==> config.mk <==
export PLATFORM = sky130hd
export DESIGN_NAME = icache_fetcher
export DESIGN_NICKNAME = d
export VERILOG_FILES = /design/src/hdl/icache_pkg.sv /design/src/hdl/icache_fetcher.sv
export VERILOG_INCLUDE_DIRS = /design/src /design/src/hdl
export SDC_FILE = /design/constraint.sdc
export NUM_CORES = 1
export LEC_CHECK = 0
export BUFFER_PORTS_ARGS = -buffer_cell sky130_fd_sc_hd__buf_2
export CAP_MARGIN = 10
export CORE_UTILIZATION = 41
export CTS_CLUSTER_SIZE = 12
export DETAILED_ROUTE_END_ITERATION = 10
export GPL_ROUTABILITY_DRIVEN = 0
export GPL_TIMING_DRIVEN = 0
export PLACE_DENSITY_LB_ADDON = 0.05
export SKIP_CTS_REPAIR_TIMING = 1
export SYNTH_ARGS = -nofsm -noshare
export SYNTH_HDL_FRONTEND = slang
export SYNTH_SLANG_ARGS = --single-unit
==> constraint.sdc <==
create_clock -name aclk -period 2.61 [get_ports aclk]
set_clock_uncertainty 0.05 [all_clocks]
set_input_delay 0.6525 -clock aclk [delete_from_list [all_inputs] [get_ports aclk]]
set_output_delay 0.6525 -clock aclk [all_outputs]
set_load 0.01 [all_outputs]
==> src/hdl/icache_defines.svh <==
////////////////////////////////////////////////////////////////////////////
// Cache geometry. A line must hold a whole number of memory beats, and
// the depth and the line size in bytes must both be powers of two
////////////////////////////////////////////////////////////////////////////

`ifndef ICACHE_DEFINES_SVH
`define ICACHE_DEFINES_SVH

// Instruction word returned to the fetch stage
`define ICACHE_XLEN 32

// Byte address on the fetch and memory channels
`define ICACHE_ADDR_W 32

// Request ID carried from AR to R on the fetch side
`define ICACHE_ID_W 4

// One beat of the memory read data channel
`define ICACHE_MEM_DATA_W 32

// Payload bits per cache line, tag and valid not included
`define ICACHE_LINE_W 128

// Number of lines, direct mapped
`define ICACHE_DEPTH 64

// Beats needed to fill one line
`define ICACHE_BEATS (`ICACHE_LINE_W / `ICACHE_MEM_DATA_W)

`endif

==> src/hdl/icache_pkg.sv <==
////////////////////////////////////////////////////////////////////////////
// Widths follow icache_defines.svh; tag and index sizes are derived
////////////////////////////////////////////////////////////////////////////

`default_nettype none

`include "icache_defines.svh"

package icache_pkg;

    // Vector types
    typedef logic [`ICACHE_ADDR_W-1:0]     addr_t;
    typedef logic [`ICACHE_XLEN-1:0]       word_t;
    typedef logic [`ICACHE_ID_W-1:0]       id_t;
    typedef logic [`ICACHE_MEM_DATA_W-1:0] mem_data_t;
    typedef logic [`ICACHE_LINE_W-1:0]     line_t;
    typedef logic [$clog2(`ICACHE_DEPTH)-1:0] index_t;
    // Address bits left over above the index and the byte offset in a line
    typedef logic [`ICACHE_ADDR_W - $clog2(`ICACHE_DEPTH)
                   - $clog2(`ICACHE_LINE_W / 8) - 1:0] tag_t;
    // AXI4 arlen, beats minus one
    typedef logic [7:0] burst_len_t;

    // Fetch sequencer states
    typedef enum logic [2:0] {
        FETCH_IDLE, FETCH_LOOKUP, FETCH_MISS_WAIT, FETCH_RESPOND, FETCH_FLUSH
    } fetch_state_t;

    // Line fill states
    typedef enum logic [1:0] {FILL_IDLE, FILL_ADDR, FILL_DATA} fill_state_t;

endpackage

`default_nettype wire

==> src/hdl/icache_fetcher.sv <==
////////////////////////////////////////////////////////////////////////////
// One fetch in flight. flush_req must stay high until flush_ack is seen,
// and a fetch pending beside a flush waits for the flush to end
////////////////////////////////////////////////////////////////////////////

`default_nettype none

module icache_fetcher (
    input  logic              aclk,
    input  logic              rst_n,
    input  logic              flush_req,
    output logic              flush_ack,
    input  logic              ctrl_arvalid,
    output logic              ctrl_arready,
    input  icache_pkg::addr_t ctrl_araddr,
    input  icache_pkg::id_t   ctrl_arid,
    output logic              ctrl_rvalid,
    input  logic              ctrl_rready,
    output icache_pkg::id_t   ctrl_rid,
    output icache_pkg::word_t ctrl_rdata,
    output logic              lookup_en,
    output icache_pkg::addr_t lookup_addr,
    input  icache_pkg::word_t lookup_word,
    input  logic              lookup_hit,
    input  logic              lookup_miss,
    output logic              clear_all,
    output logic              fill_valid,
    input  logic              fill_ready,
    output icache_pkg::addr_t fill_addr,
    input  logic              fill_done
);

    import icache_pkg::*;

    fetch_state_t state;
    // Second cycle of LOOKUP, where the line store result is present
    logic         lookup_pend;
    // Flush steps: 0 clear, 1 acknowledge, 2 wait for release
    logic [1:0]   flush_step;
    // Keeps the fetch port closed in the first cycle after reset
    logic         init_done;

    // Captured request and returned word
    addr_t req_addr;
    id_t   req_id;
    word_t resp_data;

    ////////////////////////////////////////////////////////////////////////////
    // Outputs
    ////////////////////////////////////////////////////////////////////////////

    // A waiting flush takes priority over a new fetch
    assign ctrl_arready = init_done && (state == FETCH_IDLE) && !flush_req;
    assign ctrl_rvalid  = (state == FETCH_RESPOND);
    assign ctrl_rid     = req_id;
    assign ctrl_rdata   = resp_data;

    // Lookup issued in the first LOOKUP cycle, also for the re-lookup after a fill
    assign lookup_en    = (state == FETCH_LOOKUP) && !lookup_pend;
    assign lookup_addr  = req_addr;
    assign fill_addr    = req_addr;
    assign clear_all    = (state == FETCH_FLUSH) && (flush_step == 2'd0);

    ////////////////////////////////////////////////////////////////////////////
    // Fetch FSM
    ////////////////////////////////////////////////////////////////////////////

    always_ff @(posedge aclk or negedge rst_n) begin
        if (!rst_n) begin
            state       <= FETCH_IDLE;
            lookup_pend <= 1'b0;
            flush_step  <= 2'd0;
            init_done   <= 1'b0;
            fill_valid  <= 1'b0;
            flush_ack   <= 1'b0;
        end else begin
            init_done <= 1'b1;
            flush_ack <= 1'b0;
            case (state)
                FETCH_IDLE: begin
                    if (init_done && flush_req) begin
                        state <= FETCH_FLUSH;
                    end else if (ctrl_arvalid && ctrl_arready) begin
                        state <= FETCH_LOOKUP;
                    end
                end
                FETCH_LOOKUP: begin
                    if (!lookup_pend) begin
                        lookup_pend <= 1'b1;
                    end else begin
                        lookup_pend <= 1'b0;
                        if (lookup_hit) begin
                            state <= FETCH_RESPOND;
                        end else if (lookup_miss) begin
                            // Hand the address to the memory controller
                            fill_valid <= 1'b1;
                            state      <= FETCH_MISS_WAIT;
                        end
                    end
                end
                FETCH_MISS_WAIT: begin
                    if (fill_valid && fill_ready) begin
                        fill_valid <= 1'b0;
                    end
                    // Line is written now, look it up again
                    if (fill_done) begin
                        state <= FETCH_LOOKUP;
                    end
                end
                FETCH_RESPOND: begin
                    // Response held stable under back-pressure
                    if (ctrl_rready) begin
                        state <= FETCH_IDLE;
                    end
                end
                FETCH_FLUSH: begin
                    case (flush_step)
                        2'd0: flush_step <= 2'd1;
                        2'd1: begin
                            flush_ack  <= 1'b1;
                            flush_step <= 2'd2;
                        end
                        default: begin
                            if (!flush_req) begin
                                flush_step <= 2'd0;
                                state      <= FETCH_IDLE;
                            end
                        end
                    endcase
                end
                default: state <= FETCH_IDLE;
            endcase
        end
    end

    // Request and response payload
    always_ff @(posedge aclk) begin
        if (ctrl_arvalid && ctrl_arready) begin
            req_addr <= ctrl_araddr;
            req_id   <= ctrl_arid;
        end
        if ((state == FETCH_LOOKUP) && lookup_pend && lookup_hit) begin
            resp_data <= lookup_word;
        end
    end

endmodule

`default_nettype wire

# ---- Word-level counts from Yosys, hierarchy flattened
# Index checks and enable logic that the tools add are counted.
dict set report op_classes {
  n_eq_ne 16
  mux 20
  n_reduce_logical 18
}
# op n
set ops {}
lappend ops {{$mux W3} 9}
lappend ops {{$pmux W3 S5} 1}
lappend ops {{$ne A2 B2 Y1 const B} 7}
lappend ops {{$logic_and A1 B1 Y1} 9}
lappend ops {{$mux W1} 7}
lappend ops {{$reduce_and A7 Y1} 1}
lappend ops {{$eq A3 B2 Y1 const B} 2}
lappend ops {{$ne A3 B1 Y1 const B} 2}
lappend ops {{$reduce_and A5 Y1} 1}
lappend ops {{$pmux W2 S2} 1}
lappend ops {{$eq A3 B1 Y1 const B} 1}
lappend ops {{$eq A3 B3 Y1 const B} 1}
lappend ops {{$logic_not A3 Y1} 1}
lappend ops {{$ne A3 B3 Y1 const B} 1}
lappend ops {{$eq A2 B1 Y1 const B} 1}
lappend ops {{$logic_not A1 Y1} 2}
lappend ops {{$logic_not A2 Y1} 1}
lappend ops {{$mux W2} 1}
lappend ops {{$ne A2 B1 Y1 const B} 1}
lappend ops {{$pmux W1 S2} 1}
lappend ops {{$reduce_and A2 Y1} 1}
lappend ops {{$reduce_bool A2 Y1} 1}
lappend ops {{$reduce_or A2 Y1} 1}
dict set report totals {
  regBits 77
  inputBits 77
  output_inout_bits 106
  elab_cells 63
}

# ---- Longest topological paths before layout
dict set report depth {
  ltp_word 7
  depth_mapped 4
  ltp_nobuf 3
}

# ---- Worst setup path before layout
# OpenSTA, ideal clock, no wires.
dict set report synth_timing {
  path_type {register to register}
  startpoint {register state[1]}
  endpoint {register req_id[0] (netlist: ctrl_rid[0]), enable pin}
  setup_ps 397
  arrival_time_ps 2034
  t_required_ps 2163
  setup_slack_ps 130
  stages_incl_launch_ff 5
  n_path_buf 1
  synth_period_minus_slack_ps 2480
  path_cell_list {dfrtp_1 > buf_6 > or2_4 > nor4b_2 > and2_1}
}
dict set report synth_via {
  elab_chain_len 4
}
# item line
set synth_lines {}
lappend synth_lines {{from (decl)} icache_fetcher.sv:35} ;# fetch_state_t state;
lappend synth_lines {{from (signal assigned)} icache_fetcher.sv:70} ;# state <= FETCH_IDLE;
lappend synth_lines {{from (signal assigned)} icache_fetcher.sv:82} ;# state <= FETCH_FLUSH;
lappend synth_lines {{from (signal assigned)} icache_fetcher.sv:84} ;# state <= FETCH_LOOKUP;
lappend synth_lines {{$logic_not A3 Y1} icache_fetcher.sv:53} ;# assign ctrl_arready = init_done && (state == FETCH_IDLE) && !flush_req;
lappend synth_lines {{$logic_and A1 B1 Y1 (2 in a row)} icache_fetcher.sv:53}
lappend synth_lines {{net ctrl_arready} icache_fetcher.sv:14} ;# output logic ctrl_arready,
lappend synth_lines {{$logic_and A1 B1 Y1} icache_fetcher.sv:138} ;# if (ctrl_arvalid && ctrl_arready) begin
lappend synth_lines {{to (signal assigned)} icache_fetcher.sv:140} ;# req_id <= ctrl_arid;
lappend synth_lines {{to (decl)} icache_fetcher.sv:45} ;# id_t req_id;
# The timed path passes the listed nets, and every way through them passes these cells.
# A chain may end at the register's enable or synchronous reset.

# ---- Worst setup path in the final report
dict set report layout_timing {
  startpoint {register state[2]}
  endpoint {register resp_data[26] (netlist: ctrl_rdata[26]), enable pin}
}
dict set report layout_via {
  elab_chain_len 3
}
# item line
set layout_lines {}
lappend layout_lines {{$eq A3 B1 Y1} icache_fetcher.sv:142} ;# if ((state == FETCH_LOOKUP) && lookup_pend && lookup_hit) begin
lappend layout_lines {{$logic_and A1 B1 Y1 (2 in a row)} icache_fetcher.sv:142}
lappend layout_lines {{to (signal assigned)} icache_fetcher.sv:143} ;# resp_data <= lookup_word;
lappend layout_lines {{to (decl)} icache_fetcher.sv:46} ;# word_t resp_data;
# No other way between the ends.

==> results.py <==
metrics = {
    "timing": {
        "setup_viol": 0,
        "fmaxAchievable_mhz": 437,
        "timing.final.crit_share_pct": 87.7,
        "slew_headroom_pct": 42.5,
        "maxSlewViolCount": 0,
        "whs_ps": 104,
        "worst_pin_slew_ps": 863,
        "period_needed_ps": 2290,
        "rsz0062_at_grt": "false",
        "timing_hold_violations_final": 0,
    },
    "detailed_routing": {
        "vias_per_cell": 4.43,
        "vias": 1887,
        "drt_wl_total_um": 5900,
        "dr.pass1.iters": 7,
        "post_drt_wl_per_cell_um": 13.8,
        "drtAntennaViolNets": 0,
        "drcViolationCount": 32,
        "drtIter0Drc": 99,
    },
    "run": {
        "drv_cap": 0,
    },
    "placement": {
        "hpwlAfterDp_um": 4550,
        "io_buffer_count": 182,
        "place_area_um2": 3800,
        "placed_cells": 410,
    },
    "setup_path": {
        "worstPathCellList": "nand2b_1 -> nor2_1 -> and3_1 -> buf_8",
        "worstSetupPathType": "flop to flop",
        "endpoint_kind": "flop",
        "critPathSlowestCell": "and3_1",
        "cp_max_fo": 19,
        "cp-start-kind": "flop",
        "crit_required_ps": 2610,
        "cp.arrival_ps": 2290,
        "slowest_delay_ps": 760,
    },
    "synth": {
        "synth-compound-area-share_pct": 3.29,
        "ys_async_sr_fraction_pct": 11.7,
        "synth_xor_xnor_area_share_pct": 0.316,
        "yosysUniqueCellTypes": 32,
        "synth_flop_cell": "edfxtp_1",
        "syn_area_um2": 2770,
        "synth_top_area_cell": "edfxtp_1",
        "synth_mux_area_share_pct": 0.361,
        "yosys_warnings": 0,
        "synth_adder_area_share_pct": 0,
        "yosys-top-cells-area": "edfxtp_1, buf_4, dfrtp_1",
        "synthSimpleGateAreaFrac_pct": 4.56,
        "ys_ff_latch": 77,
        "synth_top_cell_area_share_pct": 73.6,
        "synth_top_family_by_area": "buffers and inverters",
        "seq_area_frac_synth_pct": 81.7,
        "synth_cells": 150,
        "syn_nets": 227,
        "synth-edff-count": 68,
        "post_synth.cell_area_avg_um2": 18.5,
    },
    "power_and_ir_drop": {
        "leakage_nw": 1.83,
        "p_sw_share_pct": 27.1,
        "internal_power_w": 0.00225,
        "combPwrFrac_pct": 18.8,
        "power_frac_clock_pct": 28.4,
        "p_switching_w": 0.000836,
        "ir_worst_vdd_v": 0.000571,
        "p_total_w": 0.00308,
        "powerDensity_nw_per_um2": 771,
        "p_seq_share_pct": 52.8,
    },
    "layout": {
        "fin_util_pct": 62.2,
        "diodes": 0,
        "synthToLayoutAreaGrowth_pct": 44.0,
        "stdcell_area_um2": 4000,
        "drive_gt1_share_pct": 67.6,
        "finalNetCount": 421,
        "final_cell_count_no_fill": 426,
    },
    "clock_tree": {
        "clk_pin_slew_ps": 80,
        "htreeDepth": 3,
        "cts_tree": "done",
        "clk_latency_ps": 330,
        "cts_buffer_depth": 2,
        "root_buffer": "clkbuf_8",
        "cts_made_buffers": 9,
        "clock-sinks": 77,
    },
    "grt": {
        "grt_max_degree": 37,
        "antenna_found_initial": 0,
        "overflow": 0,
        "grt_pass1_wl_um": 8780,
        "grt_util_all_layers_pct": 16.9,
        "grt_pass1_vias": 1793,
    },
    "outcome": {
        "violations": "DRC",
        "status": "complete, but fails checks",
    },
    "min_path": {
        "hold_path_class": "primary input to async pin",
    },
    "die": {
        "die_w_um": 84.3,
        "core_um2": 6420,
        "rows": 29,
        "die_area_um2": 7100,
        "num_io_pins": 183,
        "die_h_um": 84.3,
        "start_util_pct": 43.2,
    },
}
metal layers:
layer | GRT usage (%) | part of all wire [%] | vias up | wire (µm)
li1 | - | - | 905 | -
met1 | 19.1 | 38 | 859 | 2210
met2 | 28.7 | 50 | 114 | 2950
met3 | 6.19 | 11 | 9 | 633
met4 | 7.52 | 1.6 | 0 | 97
met5 | 0 | 0 | - | 0
sequential cells by signal (all words and copies together) (netlist names):
signal and cells:
fill_valid 1, lookup_pend 1, ctrl_rid 4, flush_step 2, flush_ack 1, fill_addr 32, init_done 1, ctrl_rdata 32
state 3
power by group through the flow:
stage / Sequential, W / Combinational, W / Clock (W)
after floorplan: 0.00170 / 0.000264 / 0
after global placement: 0.00165 / 0.000559 / 0
after detailed placement: 0.00165 / 0.000589 / 0
after CTS: 0.00163 / 0.000590 / 0.000900
after global routing: 0.00165 / 0.000641 / 0.000962
final: 0.00163 / 0.000579 / 0.000877
through the flow:
step | TNS (ps) | setup WS [ps]
2_1_floorplan | 0 | 130
3_3_place_gp | -5870 | -165
3_5_place_dp | 0 | 309
4_1_cts | 0 | 289
5_1_grt | 0 | 134
6_report | 0 | 322
path summary, 6_finish.rpt:
path / start / slack [ps] / to / cells past startpoint
setup / recovery: state[2] / 320 / ctrl_rdata[26] / 4
hold / removal: rst_n / 100 / state[2] / 1
setup reg to reg: state[2] / 320 / ctrl_rdata[26] / 4
hold reg to reg: fill_valid / 480 / fill_valid / 1
max in group asynchronous: rst_n / 2230 / flush_ack / 1
min in group aclk: lookup_word[11] / 440 / ctrl_rdata[11] / 1
cells in the final DEF, fill, tap and decap left out, drive strengths merged, types with 2 or more instances in the layout:
cell and count:
buf 216, edfxtp 68, clkbuf 9, dfrtp 9
inv 6, nand2 4, nor2 3, o21ai 3
clkinv 3, nand2b 2, a21oi 2, a21o 2
nor3 2
logic make-up (layout without fill, tap and decap cells):
logic type	Yosys count	count (layout)
xor gates and xnor gates	1	1
other	1	1
muxes	1	1
AOI/OAI and AO/OA	13	13
DFF	77	77
buffers and inverters	37	236
and+or+nand+nor	20	20
critical path: cells and delay by family, from the launching register on:
kind / cells / cell delay, ps
buffers and inverters: 1 / 250
DFF: 1 / 480
and+or+nand+nor: 3 / 1210
layout make-up:
cell class,count,area (µm²)
plain buffers,33,251
clock buffers,9,124
clock inverters,7,73.8
fillers,526,2430
inverters,4,15.0
multi-input cells,36,241
flip-flops and latches,77,2270
well taps,77,96.3
repair buffers,183,926
cell usage after synthesis, drive strengths merged, types with 2 or more instances:
master and instances:
a21o 2, a21oi 2, buf 33, dfrtp 9, edfxtp 68, inv 4
nand2 4, nand2b 2, nor2 3, nor3 2, o21ai 3
(Power assumes the default switching activity.)
