--- config.mk ---
export PLATFORM = sky130hd
export DESIGN_NAME = icache_memctrl
export DESIGN_NICKNAME = d
export VERILOG_FILES = /design/src/hdl/icache_pkg.sv /design/src/hdl/icache_memctrl.sv
export VERILOG_INCLUDE_DIRS = /design/src /design/src/hdl
export SDC_FILE = /design/constraint.sdc
export NUM_CORES = 1
export LEC_CHECK = 0
export BUFFER_PORTS_ARGS = -buffer_cell sky130_fd_sc_hd__buf_2
export CAP_MARGIN = 0
export CORE_ASPECT_RATIO = 0.9
export CORE_MARGIN = 5
export CORE_UTILIZATION = 48
export DETAILED_ROUTE_END_ITERATION = 10
export PLACE_DENSITY = 0.83
export SYNTH_ARGS = -nofsm -noshare
export SYNTH_HDL_FRONTEND = slang
export SYNTH_SLANG_ARGS = --single-unit
--- constraint.sdc ---
create_clock -name aclk -period 10.95 [get_ports aclk]
set_clock_uncertainty 0.2 [all_clocks]
set_input_delay 1.095 -clock aclk [delete_from_list [all_inputs] [get_ports aclk]]
set_output_delay 1.095 -clock aclk [all_outputs]
set_load 0.01 [all_outputs]
--- src/hdl/icache_defines.svh ---
////////////////////////////////////////////////////////////////////////////
// Cache geometry. A line must hold a whole number of memory beats, and
// the depth and the line size in bytes must both be powers of two
////////////////////////////////////////////////////////////////////////////

`ifndef ICACHE_DEFINES_SVH
`define ICACHE_DEFINES_SVH

// Instruction word returned to the fetch stage
`define ICACHE_XLEN 32

// Byte address on the fetch and memory channels
`define ICACHE_ADDR_W 32

// Request ID carried from AR to R on the fetch side
`define ICACHE_ID_W 4

// One beat of the memory read data channel
`define ICACHE_MEM_DATA_W 32

// Payload bits per cache line, tag and valid not included
`define ICACHE_LINE_W 128

// Number of lines, direct mapped
`define ICACHE_DEPTH 64

// Beats needed to fill one line
`define ICACHE_BEATS (`ICACHE_LINE_W / `ICACHE_MEM_DATA_W)

`endif

--- src/hdl/icache_pkg.sv ---
////////////////////////////////////////////////////////////////////////////
// Widths follow icache_defines.svh; tag and index sizes are derived
////////////////////////////////////////////////////////////////////////////

`default_nettype none

`include "icache_defines.svh"

package icache_pkg;

    // Vector types
    typedef logic [`ICACHE_ADDR_W-1:0]     addr_t;
    typedef logic [`ICACHE_XLEN-1:0]       word_t;
    typedef logic [`ICACHE_ID_W-1:0]       id_t;
    typedef logic [`ICACHE_MEM_DATA_W-1:0] mem_data_t;
    typedef logic [`ICACHE_LINE_W-1:0]     line_t;
    typedef logic [$clog2(`ICACHE_DEPTH)-1:0] index_t;
    // Address bits left over above the index and the byte offset in a line
    typedef logic [`ICACHE_ADDR_W - $clog2(`ICACHE_DEPTH)
                   - $clog2(`ICACHE_LINE_W / 8) - 1:0] tag_t;
    // AXI4 arlen, beats minus one
    typedef logic [7:0] burst_len_t;

    // Fetch sequencer states
    typedef enum logic [2:0] {
        FETCH_IDLE, FETCH_LOOKUP, FETCH_MISS_WAIT, FETCH_RESPOND, FETCH_FLUSH
    } fetch_state_t;

    // Line fill states
    typedef enum logic [1:0] {FILL_IDLE, FILL_ADDR, FILL_DATA} fill_state_t;

endpackage

`default_nettype wire

--- src/hdl/icache_memctrl.sv ---
////////////////////////////////////////////////////////////////////////////
// One INCR burst per miss, one miss at a time. The memory must end the
// burst with rlast on exactly ICACHE_BEATS beats; response codes are ignored
////////////////////////////////////////////////////////////////////////////

`default_nettype none

`include "icache_defines.svh"

module icache_memctrl (
    input  logic                   aclk,
    input  logic                   rst_n,
    input  logic                   fill_valid,
    output logic                   fill_ready,
    input  icache_pkg::addr_t      fill_addr,
    output logic                   fill_done,
    output logic                   mem_arvalid,
    input  logic                   mem_arready,
    output icache_pkg::addr_t      mem_araddr,
    output icache_pkg::burst_len_t mem_arlen,
    input  logic                   mem_rvalid,
    output logic                   mem_rready,
    input  icache_pkg::mem_data_t  mem_rdata,
    input  logic                   mem_rlast,
    output logic                   line_wen,
    output icache_pkg::addr_t      line_waddr,
    output icache_pkg::line_t      line_wdata
);

    import icache_pkg::*;

    // Low address bits that select a byte inside a line
    localparam addr_t LINE_MASK = addr_t'(`ICACHE_LINE_W / 8 - 1);

    fill_state_t state;
    // Line-aligned miss address, held for the burst and the line write
    addr_t       line_addr;
    // Beats collect here, first beat ends in the lowest bits
    line_t       line_buf;

    ////////////////////////////////////////////////////////////////////////////
    // Channel outputs
    ////////////////////////////////////////////////////////////////////////////

    // New miss only taken while no burst runs
    assign fill_ready = (state == FILL_IDLE);
    // Never stall the memory once the burst has started
    assign mem_rready = (state == FILL_DATA);
    assign mem_araddr = line_addr;
    assign mem_arlen  = burst_len_t'(`ICACHE_BEATS - 1);
    assign line_waddr = line_addr;
    assign line_wdata = line_buf;

    ////////////////////////////////////////////////////////////////////////////
    // Fill FSM
    ////////////////////////////////////////////////////////////////////////////

    always_ff @(posedge aclk or negedge rst_n) begin
        if (!rst_n) begin
            state       <= FILL_IDLE;
            mem_arvalid <= 1'b0;
            line_wen    <= 1'b0;
            fill_done   <= 1'b0;
        end else begin
            // Write pulse, then done one cycle later
            line_wen  <= 1'b0;
            fill_done <= line_wen;
            case (state)
                FILL_IDLE: begin
                    if (fill_valid) begin
                        mem_arvalid <= 1'b1;
                        state       <= FILL_ADDR;
                    end
                end
                FILL_ADDR: begin
                    // Address held until the memory takes it
                    if (mem_arready) begin
                        mem_arvalid <= 1'b0;
                        state       <= FILL_DATA;
                    end
                end
                FILL_DATA: begin
                    // Gaps in rvalid simply wait here
                    if (mem_rvalid && mem_rlast) begin
                        line_wen <= 1'b1;
                        state    <= FILL_IDLE;
                    end
                end
                default: state <= FILL_IDLE;
            endcase
        end
    end

    ////////////////////////////////////////////////////////////////////////////
    // Address and line assembly
    ////////////////////////////////////////////////////////////////////////////

    always_ff @(posedge aclk) begin
        if (fill_valid && fill_ready) begin
            line_addr <= fill_addr & ~LINE_MASK;
        end
        // Shift down, new beat enters at the top
        if (mem_rvalid && mem_rready) begin
            line_buf <= {mem_rdata, line_buf[`ICACHE_LINE_W-1:`ICACHE_MEM_DATA_W]};
        end
    end

endmodule

`default_nettype wire

# Word level (Yosys, flattened, before mapping)

Cells that the tools add are included.

Bits in registers: 161
Output and inout port bits: 205
Word-level logic and storage cells: 27

Equality and inequality tests: 5
Multiplexer cells: 9
Reduce and logical (&&, ||, !) cells: 7

Operator list:

| cell                                           | count |
|---|---|
| 2-to-1 mux 2 bit                               | 3 |
| one-hot mux 2 bit (3 select lines)             | 1 |
| AND reduction 3 bit                            | 2 |
| 2-to-1 mux 1 bit                               | 4 |
| != test 2 bit (second input constant)          | 2 |
| logical AND 1 bit                              | 3 |
| == test 2 x 1 -> 1 bit (second input constant) | 1 |
| == test 2 bit (second input constant)          | 1 |
| zero test 2 bit                                | 1 |
| != test 2 x 1 -> 1 bit (second input constant) | 1 |
| one-hot mux 1 bit (2 select lines)             | 1 |
| nonzero test 2 bit                             | 1 |

# Depth between registers and ports, before layout

Gate-level depths: netlist of run 1.

Word-level depth: 3
Gate-level depth with buffers: 3
Mapped depth without buffers: 3

# Worst setup path before layout of run 1

OpenSTA, ideal clock, no wires.

Path type: in2reg
Start point: in mem_rvalid
End point: reg line_buf[0] (netlist: line_wdata[0]) (enable)
Library setup time: 0.503 ns
Arrival time: 4.028 ns
Data required time: 10.247 ns
Path slack: 6.220 ns
Stages: 1
Buffers on the path: 0
Path through: and2_1

Word-level cells in the longest chain between the ends: 1

Ends and longest elaborated chain:

| element                | RTL line              | RTL |
|---|---|---|
| start: declaration     | icache_memctrl.sv:21  | `input logic mem_rvalid,` |
| logical AND 1 bit      | icache_memctrl.sv:103 | `if (mem_rvalid && mem_rready) begin` |
| end signal: assignment | icache_memctrl.sv:104 | `` line_buf <= {mem_rdata, line_buf[`ICACHE_LINE_W-1:`ICACHE_MEM_DATA_W]}; `` |
| end: declaration       | icache_memctrl.sv:39  | `line_t line_buf;` |

Every way passes these cells.
A chain may end at the register's enable or synchronous reset.

# Worst setup path after layout of run 1

Start point: in mem_rvalid
End point: reg line_buf[35] (netlist: line_wdata[35]) (enable)

The elaborated chain is that of the path after synthesis.

==> results of run 1 <==
## worst paths after layout
kind / end / slack [ps] / cells after the start
setup / recovery: line_wdata[35] / 8130 / 3
hold / removal: fill_done / 190 / 0
setup reg to reg: line_wdata[35] / 8250 / 3
hold reg to reg: fill_done / 190 / 0
max in group asynchronous: line_wen / 10120 / 1
min in group asynchronous: fill_done / 290 / 1
## state kept, by name, indices dropped and copies added (netlist names)
register and flops:
fill_done 1, line_waddr 28, state 2, line_wen 1
line_wdata 128, mem_arvalid 1
## Yosys cell counts
cell type	instances	area [µm²]
nor2b_2	1	8.76
a21oi_1	1	5.00
buf_4	44	330
nand3_1	1	5.00
dfrtp_1	5	125
o21ai_1	1	5.00
and2_1	2	12.5
nor3_1	1	5.00
edfxtp_1	156	4680
o21ai_0	1	5.00
nor2_1	2	7.51
inv_2	1	3.75
nand2_1	3	11.3
mux2i_1	1	10.0
inv_1	1	3.75
conb_1	2	7.51
## layout make-up
type / count / area, µm² / area share
clock buffer: 18 / 429 / 0.0618
clock inverter: 14 / 114 / 0.0164
inverter: 2 / 7.51 / 0.00108
multi-input combinational: 30 / 138 / 0.0198
sequential: 161 / 4810 / 0.693
tap: 133 / 166 / 0.0240
timing repair buffer: 255 / 1280 / 0.184
## through the flow
stage,power (mW),worst slack (ps),utilization
after floorplan,0.988,6220,-
after global placement,1.08,7750,0.594
after detailed placement,1.09,7690,0.594
after CTS,1.63,8140,0.645
after global routing,1.68,8020,0.645
final,1.61,8130,0.645
## report_power, final
group,switching (mW),total (mW),internal [mW]
Clock,0.225,0.536,0.311
Sequential,0.0416,0.841,0.800
Combinational,0.153,0.232,0.0786
## logic make-up (layout without fill, tap and decap cells)
logic type      Yosys count  after routing  synth area share
simple gates             10             10           0.00957
mux                       1              1           0.00191
other cells               2             16           0.00144
flops                   161            161             0.920
compound gates            3              3           0.00287
buf+inv                  46            289            0.0646
## routing by layer
layer  global-route usage  share of wire  up-vias
met5                    0              0        -
met4               0.0654          0.012        0
met3               0.0949           0.12       10
met2                0.294           0.53      165
met1                0.172           0.34     1342
li1                     -              -     1272
==> run_results.csv, run 1 <==
group,metric,value,unit
outcome,outcome,"finished, final reports clean",
timing,whs,186,ps
timing,fin_setup_tns,0,ps
critical_path,path_delay_family,"buffers and inverters",
route,drt_iter0_markers,139,
timing,finalHoldViolations,0,
layout,layout_common_cells,"buf_2 (254), edfxtp_1 (156), clkbuf_16 (17), conb_1 (16), dfrtp_1 (5)",
clock_network,clkLatencyLatePin,400,ps
layout,drive_above_1_share,0.598,
clock_network,cts.sinks,161,
route,viasPerCell,4.55,
clock_network,clockBufferDepth,2,
grt,antenna_found_initial,0,
critical_path,worstSetupStartpointType,"input pin",
route,dr.pass1.iters,4,
place,dp_hpwl,8460,µm
clock_network,clk_pin_slew,60,ps
critical_path,path_cells,"buf_2, and2_4, buf_4",
synth,synthCells,223,
power,power.density,232,nW/µm²
power,power.leakage,2.85,nW
place,place_inst,581,
clock_network,h-tree-depth,4,
timing,slew_headroom,0.197,
layout,fin_area,6940,µm²
grt,grt_overflow_total,0,
clock_network,cts_tree,"yes",
grt,grt_max_degree,87,
power,peakVddDrop,0.000146,V
route,vias,2789,
timing,fin_crit_sh,0.258,
grt,grt_pass1_wl,16200,µm
clock_network,post_cts_buffers,0,
route,ant_nets,0,
layout,syn_to_final_growth,32.8,%
worst_hold_path,min_path_type,"reg2reg",
critical_path,crit_start,"mem_rvalid",
floorplan,placementRows,36,
critical_path,slowest_delay,900,ps
layout,n_antenna_cell,0,
clock_network,post_cts_resized,0,
route,routed_wl,11200,µm
floorplan,die_h,109,µm
synth,mappedNetlistArea,5230,µm²
clock_network,cts_root_buf,"clkbuf_16",
synth,yosysSeqAreaShare,0.920,
critical_path,crit_slowest_cell,"buf_4",
floorplan,ioPinCount,275,
clock_network,cts_buffers,17,
route,drt-wirelength-per-cell,18.3,µm
critical_path,critPathRequiredTime,10770,ps
grt,gr-usage-all-layers,0.170,
floorplan,start_util,0.486,
timing,final.min_clock_period,2820,ps
critical_path,critPathMaxFanout,86,
timing,rsz0062_at_grt,"no",
critical_path,end_kind,"register",
worst_hold_path,min-delay-start,"line_wen",
layout,stdcell_count,613,
critical_path,path_class,"in2reg",
place,numPortBuffers,254,
floorplan,design.die.area,13100,µm²
timing,final-setup-viol-count,0,
clock_network,hold_buffers,0,
critical_path,path_buf_inv,2,
synth,ys_seq_elements,161,
floorplan,die_w,120,µm
floorplan,fp.coreArea,10800,µm²
place,gp_routability_congestion,0.819,
place,placed_area,6400,µm²
synth,ys_warn_count,0,
timing,tightest_slew,1200,ps
timing,fmax,354,MHz
timing,maxSlewViolCount,0,
job,drv_cap,0,
critical_path,r2r_start,"state[0]",
layout,mostFrequentLayoutCell,"buf_2",
critical_path,cp.arrival,2640,ps
synth,synth.distinct_cells,16,
route,drc,0,
layout,nets,537,
grt,grt_pass1_vias,2886,
synth,syn_area_per_cell,23.5,µm²
layout,nFillCells,748,
Note: power is estimated with default switching activity, not from simulation.
==> run 2: changes to the inputs <==
- CORE_UTILIZATION: 48 -> 44
- PLACE_DENSITY: 0.83 -> 0.77
- clock period: 10.95 -> 2.85 ns (I/O delays scaled with it)
==> run 2 against run 1 <==
Effect of this change:
- sequential power increased to 3.8 times the previous value
- routed wire length up 15%
- first-iteration DRC count increased by 19%
- sequential share of layout area shrank 7.1 points
- global-route usage increased by 1.4 points
- critical path type is now reg2reg
- largest cell class unchanged
- largest power group unchanged
==> run_results.csv, run 2 (synthesized netlist as in run 1, its figures left out) <==
group,metric,value,unit
layout,drive_above_1_share,0.531,
grt,gr-usage-all-layers,0.184,
clock_network,post_cts_resized,0,
route,dr.pass1.iters,4,
power,p_clk_frac,0.342,
layout,multiInputGateArea,138,µm²
route,vias,3132,
power,power.leakage,3.17,nW
worst_hold_path,min-delay-start,"mem_rvalid",
layout,mostFrequentLayoutCell,"buf_2",
clock_network,cts_buffers,17,
clock_network,cts_tree,"yes",
route,drc,0,
power,seqPwrFrac,0.499,
critical_path,worstSetupStartpointType,"register",
grt,antenna_found_initial,0,
layout,utilization,0.671,
power,total_power,6.46,mW
timing,final-setup-viol-count,0,
critical_path,critPathMaxFanout,24,
timing,rsz0062_at_grt,"no",
clock_network,clockBufferDepth,2,
critical_path,path_cells,"nor2b_2, and2_4, buf_4",
job,drv_cap,0,
critical_path,crit_start,"state[1]",
timing,finalWorstSetupSlack,941,ps
floorplan,die_h,113,µm
clock_network,cts_root_buf,"clkbuf_16",
timing,fin_setup_tns,0,ps
floorplan,ioPinCount,275,
critical_path,path_depth,3,
clock_network,clk_pin_slew,60,ps
timing,final.min_clock_period,1910,ps
power,power.switching,1.70,mW
timing,maxSlewViolCount,0,
layout,nets,607,
power,p_comb_frac,0.159,
critical_path,cp-endpoint,"line_wdata[25]",
timing,fin_crit_sh,0.670,
clock_network,cts.sinks,161,
outcome,outcome,"finished, final reports clean",
critical_path,cp.arrival,1800,ps
critical_path,r2r_end,"line_wdata[25]",
route,drt-wirelength-per-cell,18.2,µm
power,swShare,0.263,
grt,grt_max_degree,50,
timing,finalHoldViolations,0,
route,viasPerCell,4.44,
floorplan,die_w,125,µm
timing,fmax,524,MHz
place,place_ws,963,ps
power,internal_power,4.76,mW
critical_path,r2r_start,"state[1]",
layout,regArea,4810,µm²
critical_path,path_class,"reg2reg",
place,numPortBuffers,254,
critical_path,critPathRequiredTime,2740,ps
floorplan,start_util,0.454,
power,power.density,836,nW/µm²
critical_path,r2r_slack,940,ps
worst_hold_path,min_path_type,"in2reg",
place,gp_routability_congestion,0.921,
floorplan,design.die.area,14200,µm²
route,routed_wl,12900,µm
layout,largest_reg_flops,128,
layout,syn_to_final_growth,47.8,%
layout,stdcell_count,706,
grt,grt_overflow_total,0,
critical_path,slowest_delay,420,ps
power,peakVddDrop,0.000506,V
route,ant_nets,0,
layout,layout_common_cells,"buf_2 (254), edfxtp_1 (156), dlygate4sd3_1 (67), clkbuf_16 (17), conb_1 (16)",
grt,grt_pass1_vias,3390,
place,dp_hpwl,8710,µm
critical_path,path_delay_family,"simple AND/OR/NAND/NOR gates",
place,place_inst,607,
clock_network,h-tree-depth,4,
critical_path,end_kind,"register",
layout,nFillCells,747,
critical_path,crit_slowest_cell,"dfrtp_1",
floorplan,fp.coreArea,11500,µm²
grt,grt_pass1_wl,19600,µm
clock_network,clkLatencyLatePin,420,ps
critical_path,r2r_cells,3,
critical_path,path_buf_inv,1,
layout,n_antenna_cell,0,
floorplan,placementRows,37,
route,drt_iter0_markers,166,
run 2: power groups by stage:
stage | combinational, mW | sequential, mW | clock (mW)
6_report | 1.02 | 3.23 | 2.21
3_3_place_gp | 0.938 | 3.25 | 0
2_1_floorplan | 0.357 | 3.41 | 0
5_1_grt | 1.10 | 3.27 | 2.38
4_1_cts | 1.03 | 3.23 | 2.26
3_5_place_dp | 0.948 | 3.27 | 0
run 2: per-layer routing:
layer,track usage,wire length (µm),up-vias
met4,0.0845,304,0
met5,0,0,-
met3,0.0946,1340,26
li1,-,-,1417
met2,0.316,6810,187
met1,0.189,4410,1502
run 2: worst min path at each step:
stage / to / slack, ps / cells after the start
after floorplan: fill_done / -210 / 0
after global placement: fill_done / -90 / 1
after detailed placement: mem_arvalid / -90 / 1
after CTS: line_wdata[125] / 170 / 2
after global routing: line_wdata[125] / 180 / 2
final: line_wdata[125] / 190 / 2
run 2: worst register-to-register path, delay by kind of cell, from the launching register on:
family	cells	cell delay (ps)
buffers and inverters	1	380
DFF	1	420
and+or+nand+nor	2	570
run 2: cell type report:
cell class              count  area share
multi-input cells          30      0.0178
repair buffers            325       0.258
clock inverters            14      0.0199
flip-flops and latches    161       0.622
well taps                 156      0.0253
clock buffers              18      0.0555
inverters                   2    0.000971
run 2: what timing repair did:
action | in CTS | in global routing
hold endpoints to repair | 69 | 0
setup buffers | 0 | 0
hold buffers | 67 | 0
run 2: through the flow:
| stage | area (µm²) | hold slack [ps] |
|---|---|---|
| floorplan | 5290 | -211 |
| global placement | 6480 | -89.1 |
| detailed placement | 6480 | -90.3 |
| CTS | 7730 | 168 |
| global route | 7730 | 176 |
| finish | 7730 | 191 |
==> run 3: changes to the inputs <==
- ABC_AREA: not set -> 1
- clock period: 2.85 -> 1.8 ns (I/O delays scaled with it)
==> run 3 against run 2 <==
Effect of this change:
- synthesized cell count is 0.90% higher
- final cell count stayed put
- first-iteration DRC count is 13% higher
- sequential power is 59% higher
- critical path depth is 1 higher
==> run_results.csv, run 3 <==
group,metric,value,unit
layout,stdcell_count,706,
worst_hold_path,min_path_type,"reg2reg",
job,drv_cap,0,
critical_path,critPathRequiredTime,1680,ps
timing,fin_crit_sh,0.901,
synth,mappedNetlistArea,5230,µm²
grt,use_met3,0.0969,
critical_path,cp.arrival,1500,ps
timing,fin_setup_tns,0,ps
route,viasPerCell,4.50,
grt,grt_max_degree,71,
grt,grtUsageMet1,0.194,
timing,fmax,617,MHz
worst_hold_path,min-delay-start,"line_wen",
route,vias,3177,
grt,top_usage_layer,"met2",
power,seqPwrFrac,0.506,
timing,finalHoldViolations,0,
floorplan,fp.coreArea,11500,µm²
synth,yosysTopAreaCellShare,0.895,
timing,final-setup-viol-count,0,
place,numPortBuffers,254,
route,drt_iter0_markers,187,
layout,drive_above_1_share,0.533,
critical_path,worstSetupStartpointType,"register",
grt,met2_usage,0.334,
synth,yosysSeqAreaShare,0.919,
clock_network,post_cts_buffers,0,
synth,async_flop_share,0.0311,
synth,ys_top_cells_by_count,"edfxtp_1 (156), buf_4 (44), dfrtp_1 (5), nand2_1 (5)",
route,drc,0,
clock_network,clk_pin_slew,60,ps
outcome,outcome,"finished, final reports clean",
synth,yosys.area.top_type,"edfxtp_1",
route,routed_wl,13300,µm
layout,nFillCells,762,
layout,nets,608,
clock_network,cts_tree,"yes",
route,ant_nets,0,
grt,antenna_found_initial,0,
place,placed_area,6500,µm²
clock_network,cts.sinks,161,
power,swShare,0.259,
route,drt-wirelength-per-cell,18.8,µm
power,power.density,1310,nW/µm²
power,power.leakage,3.17,nW
floorplan,die_w,125,µm
layout,layout_common_cells,"buf_2 (254), edfxtp_1 (156), dlygate4sd3_1 (67), clkbuf_16 (17), conb_1 (16)",
layout,syn_to_final_growth,47.5,%
floorplan,placementRows,37,
synth,synth_flop_cell,"edfxtp_1",
power,peakVddDrop,0.000831,V
clock_network,cts_root_buf,"clkbuf_16",
place,gp_routability_congestion,0.946,
critical_path,critPathMaxFanout,70,
synth,syn_area_per_cell,23.3,µm²
timing,final.min_clock_period,1620,ps
timing,rsz0062_at_grt,"no",
clock_network,clkLatencyLatePin,420,ps
critical_path,crit_start,"state[0]",
route,dr.pass1.iters,4,
critical_path,path_class,"reg2reg",
clock_network,post_cts_resized,0,
power,internal_power,7.51,mW
power,p_comb_frac,0.163,
floorplan,start_util,0.454,
synth,yosysMostFrequentCell,"edfxtp_1",
place,dp_hpwl,8920,µm
power,power.switching,2.63,mW
layout,mostFrequentLayoutCell,"buf_2",
power,total_power,10.1,mW
floorplan,design.die.area,14200,µm²
layout,utilization,0.670,
clock_network,clockBufferDepth,2,
grt,grt_pass1_vias,3459,
grt,grt_overflow_total,0,
grt,gr-usage-all-layers,0.190,
synth,synth_edf_count,156,
layout,fin_area,7720,µm²
clock_network,h-tree-depth,4,
floorplan,ioPinCount,275,
layout,regArea,4810,µm²
synth,synth_area_leaders,"edfxtp_1 (90%), buf_4 (6.3%), dfrtp_1 (2.4%)",
clock_network,cts_buffers,17,
critical_path,end_kind,"register",
synth,ys_seq_elements,161,
grt,grt_pass1_wl,20300,µm
power,p_clk_frac,0.331,
layout,n_antenna_cell,0,
synth,ys_warn_count,0,
floorplan,die_h,113,µm
synth,synth.distinct_cells,12,
layout,largest_reg_flops,128,
synth,synthCells,225,
critical_path,r2r_start,"state[0]",
timing,maxSlewViolCount,0,
place,place_inst,608,
layout,multiInputGateArea,138,µm²
[run 3: kinds of logic after synthesis]
family / Yosys count / share of synthesized area
AOI/OAI and AO/OA: 1 / 0.00167
buffers and inverters: 49 / 0.0667
DFF: 161 / 0.919
other: 2 / 0.00144
and+or+nand+nor: 12 / 0.0108
[run 3: layout make-up]
cell class,instances,share of cell area
sequential,161,0.623
timing repair buffer,324,0.259
clock buffer,19,0.0561
tap,156,0.0253
multi-input combinational,29,0.0178
clock inverter,12,0.0154
inverter,5,0.00292
[run 3: timing repair]
action / in CTS / in global routing
setup endpoints to repair: 0 / 0
hold endpoints to repair: 69 / 0
hold buffers: 67 / 0
[run 3: path summary, 6_finish.rpt]
kind / endpoint / cells after the start / slack, ps
max: line_wdata[45] / 4 / 180
min: fill_done / 0 / 210
max reg2reg: line_wdata[45] / 4 / 180
min reg2reg: fill_done / 0 / 210
max in group asynchronous: fill_done / 3 / 710
min in group asynchronous: line_wen / 3 / 490
[run 3: worst max-delay path: stages (launching register included)]
cell	delay, ps
dfrtp_1	420
inv_2	80
nand2_4	60
nor2_4	150
buf_12	330
[run 3: power by group through the flow]
stage	clock network, mW	logic [mW]	registers [mW]
finish	3.36	1.65	5.13
global placement	0	1.52	5.16
CTS	3.44	1.66	5.12
detailed placement	0	1.53	5.19
floorplan	0	0.579	5.41
global route	3.62	1.77	5.19
[run 3: metal layers]
| layer | vias to the layer above | wire (µm) |
|---|---|---|
| met3 | 19 | 1430 |
| met1 | 1547 | 4550 |
| li1 | 1411 | - |
| met2 | 200 | 7040 |
| met5 | - | 0 |
| met4 | 0 | 265 |
[run 3: per-stage QoR]
step	worst slack, ps	hold slack (ps)
after floorplan	-1230	-316
after global placement	223	-201
after detailed placement	180	-198
after CTS	167	203
after global routing	103	219
final	178	213
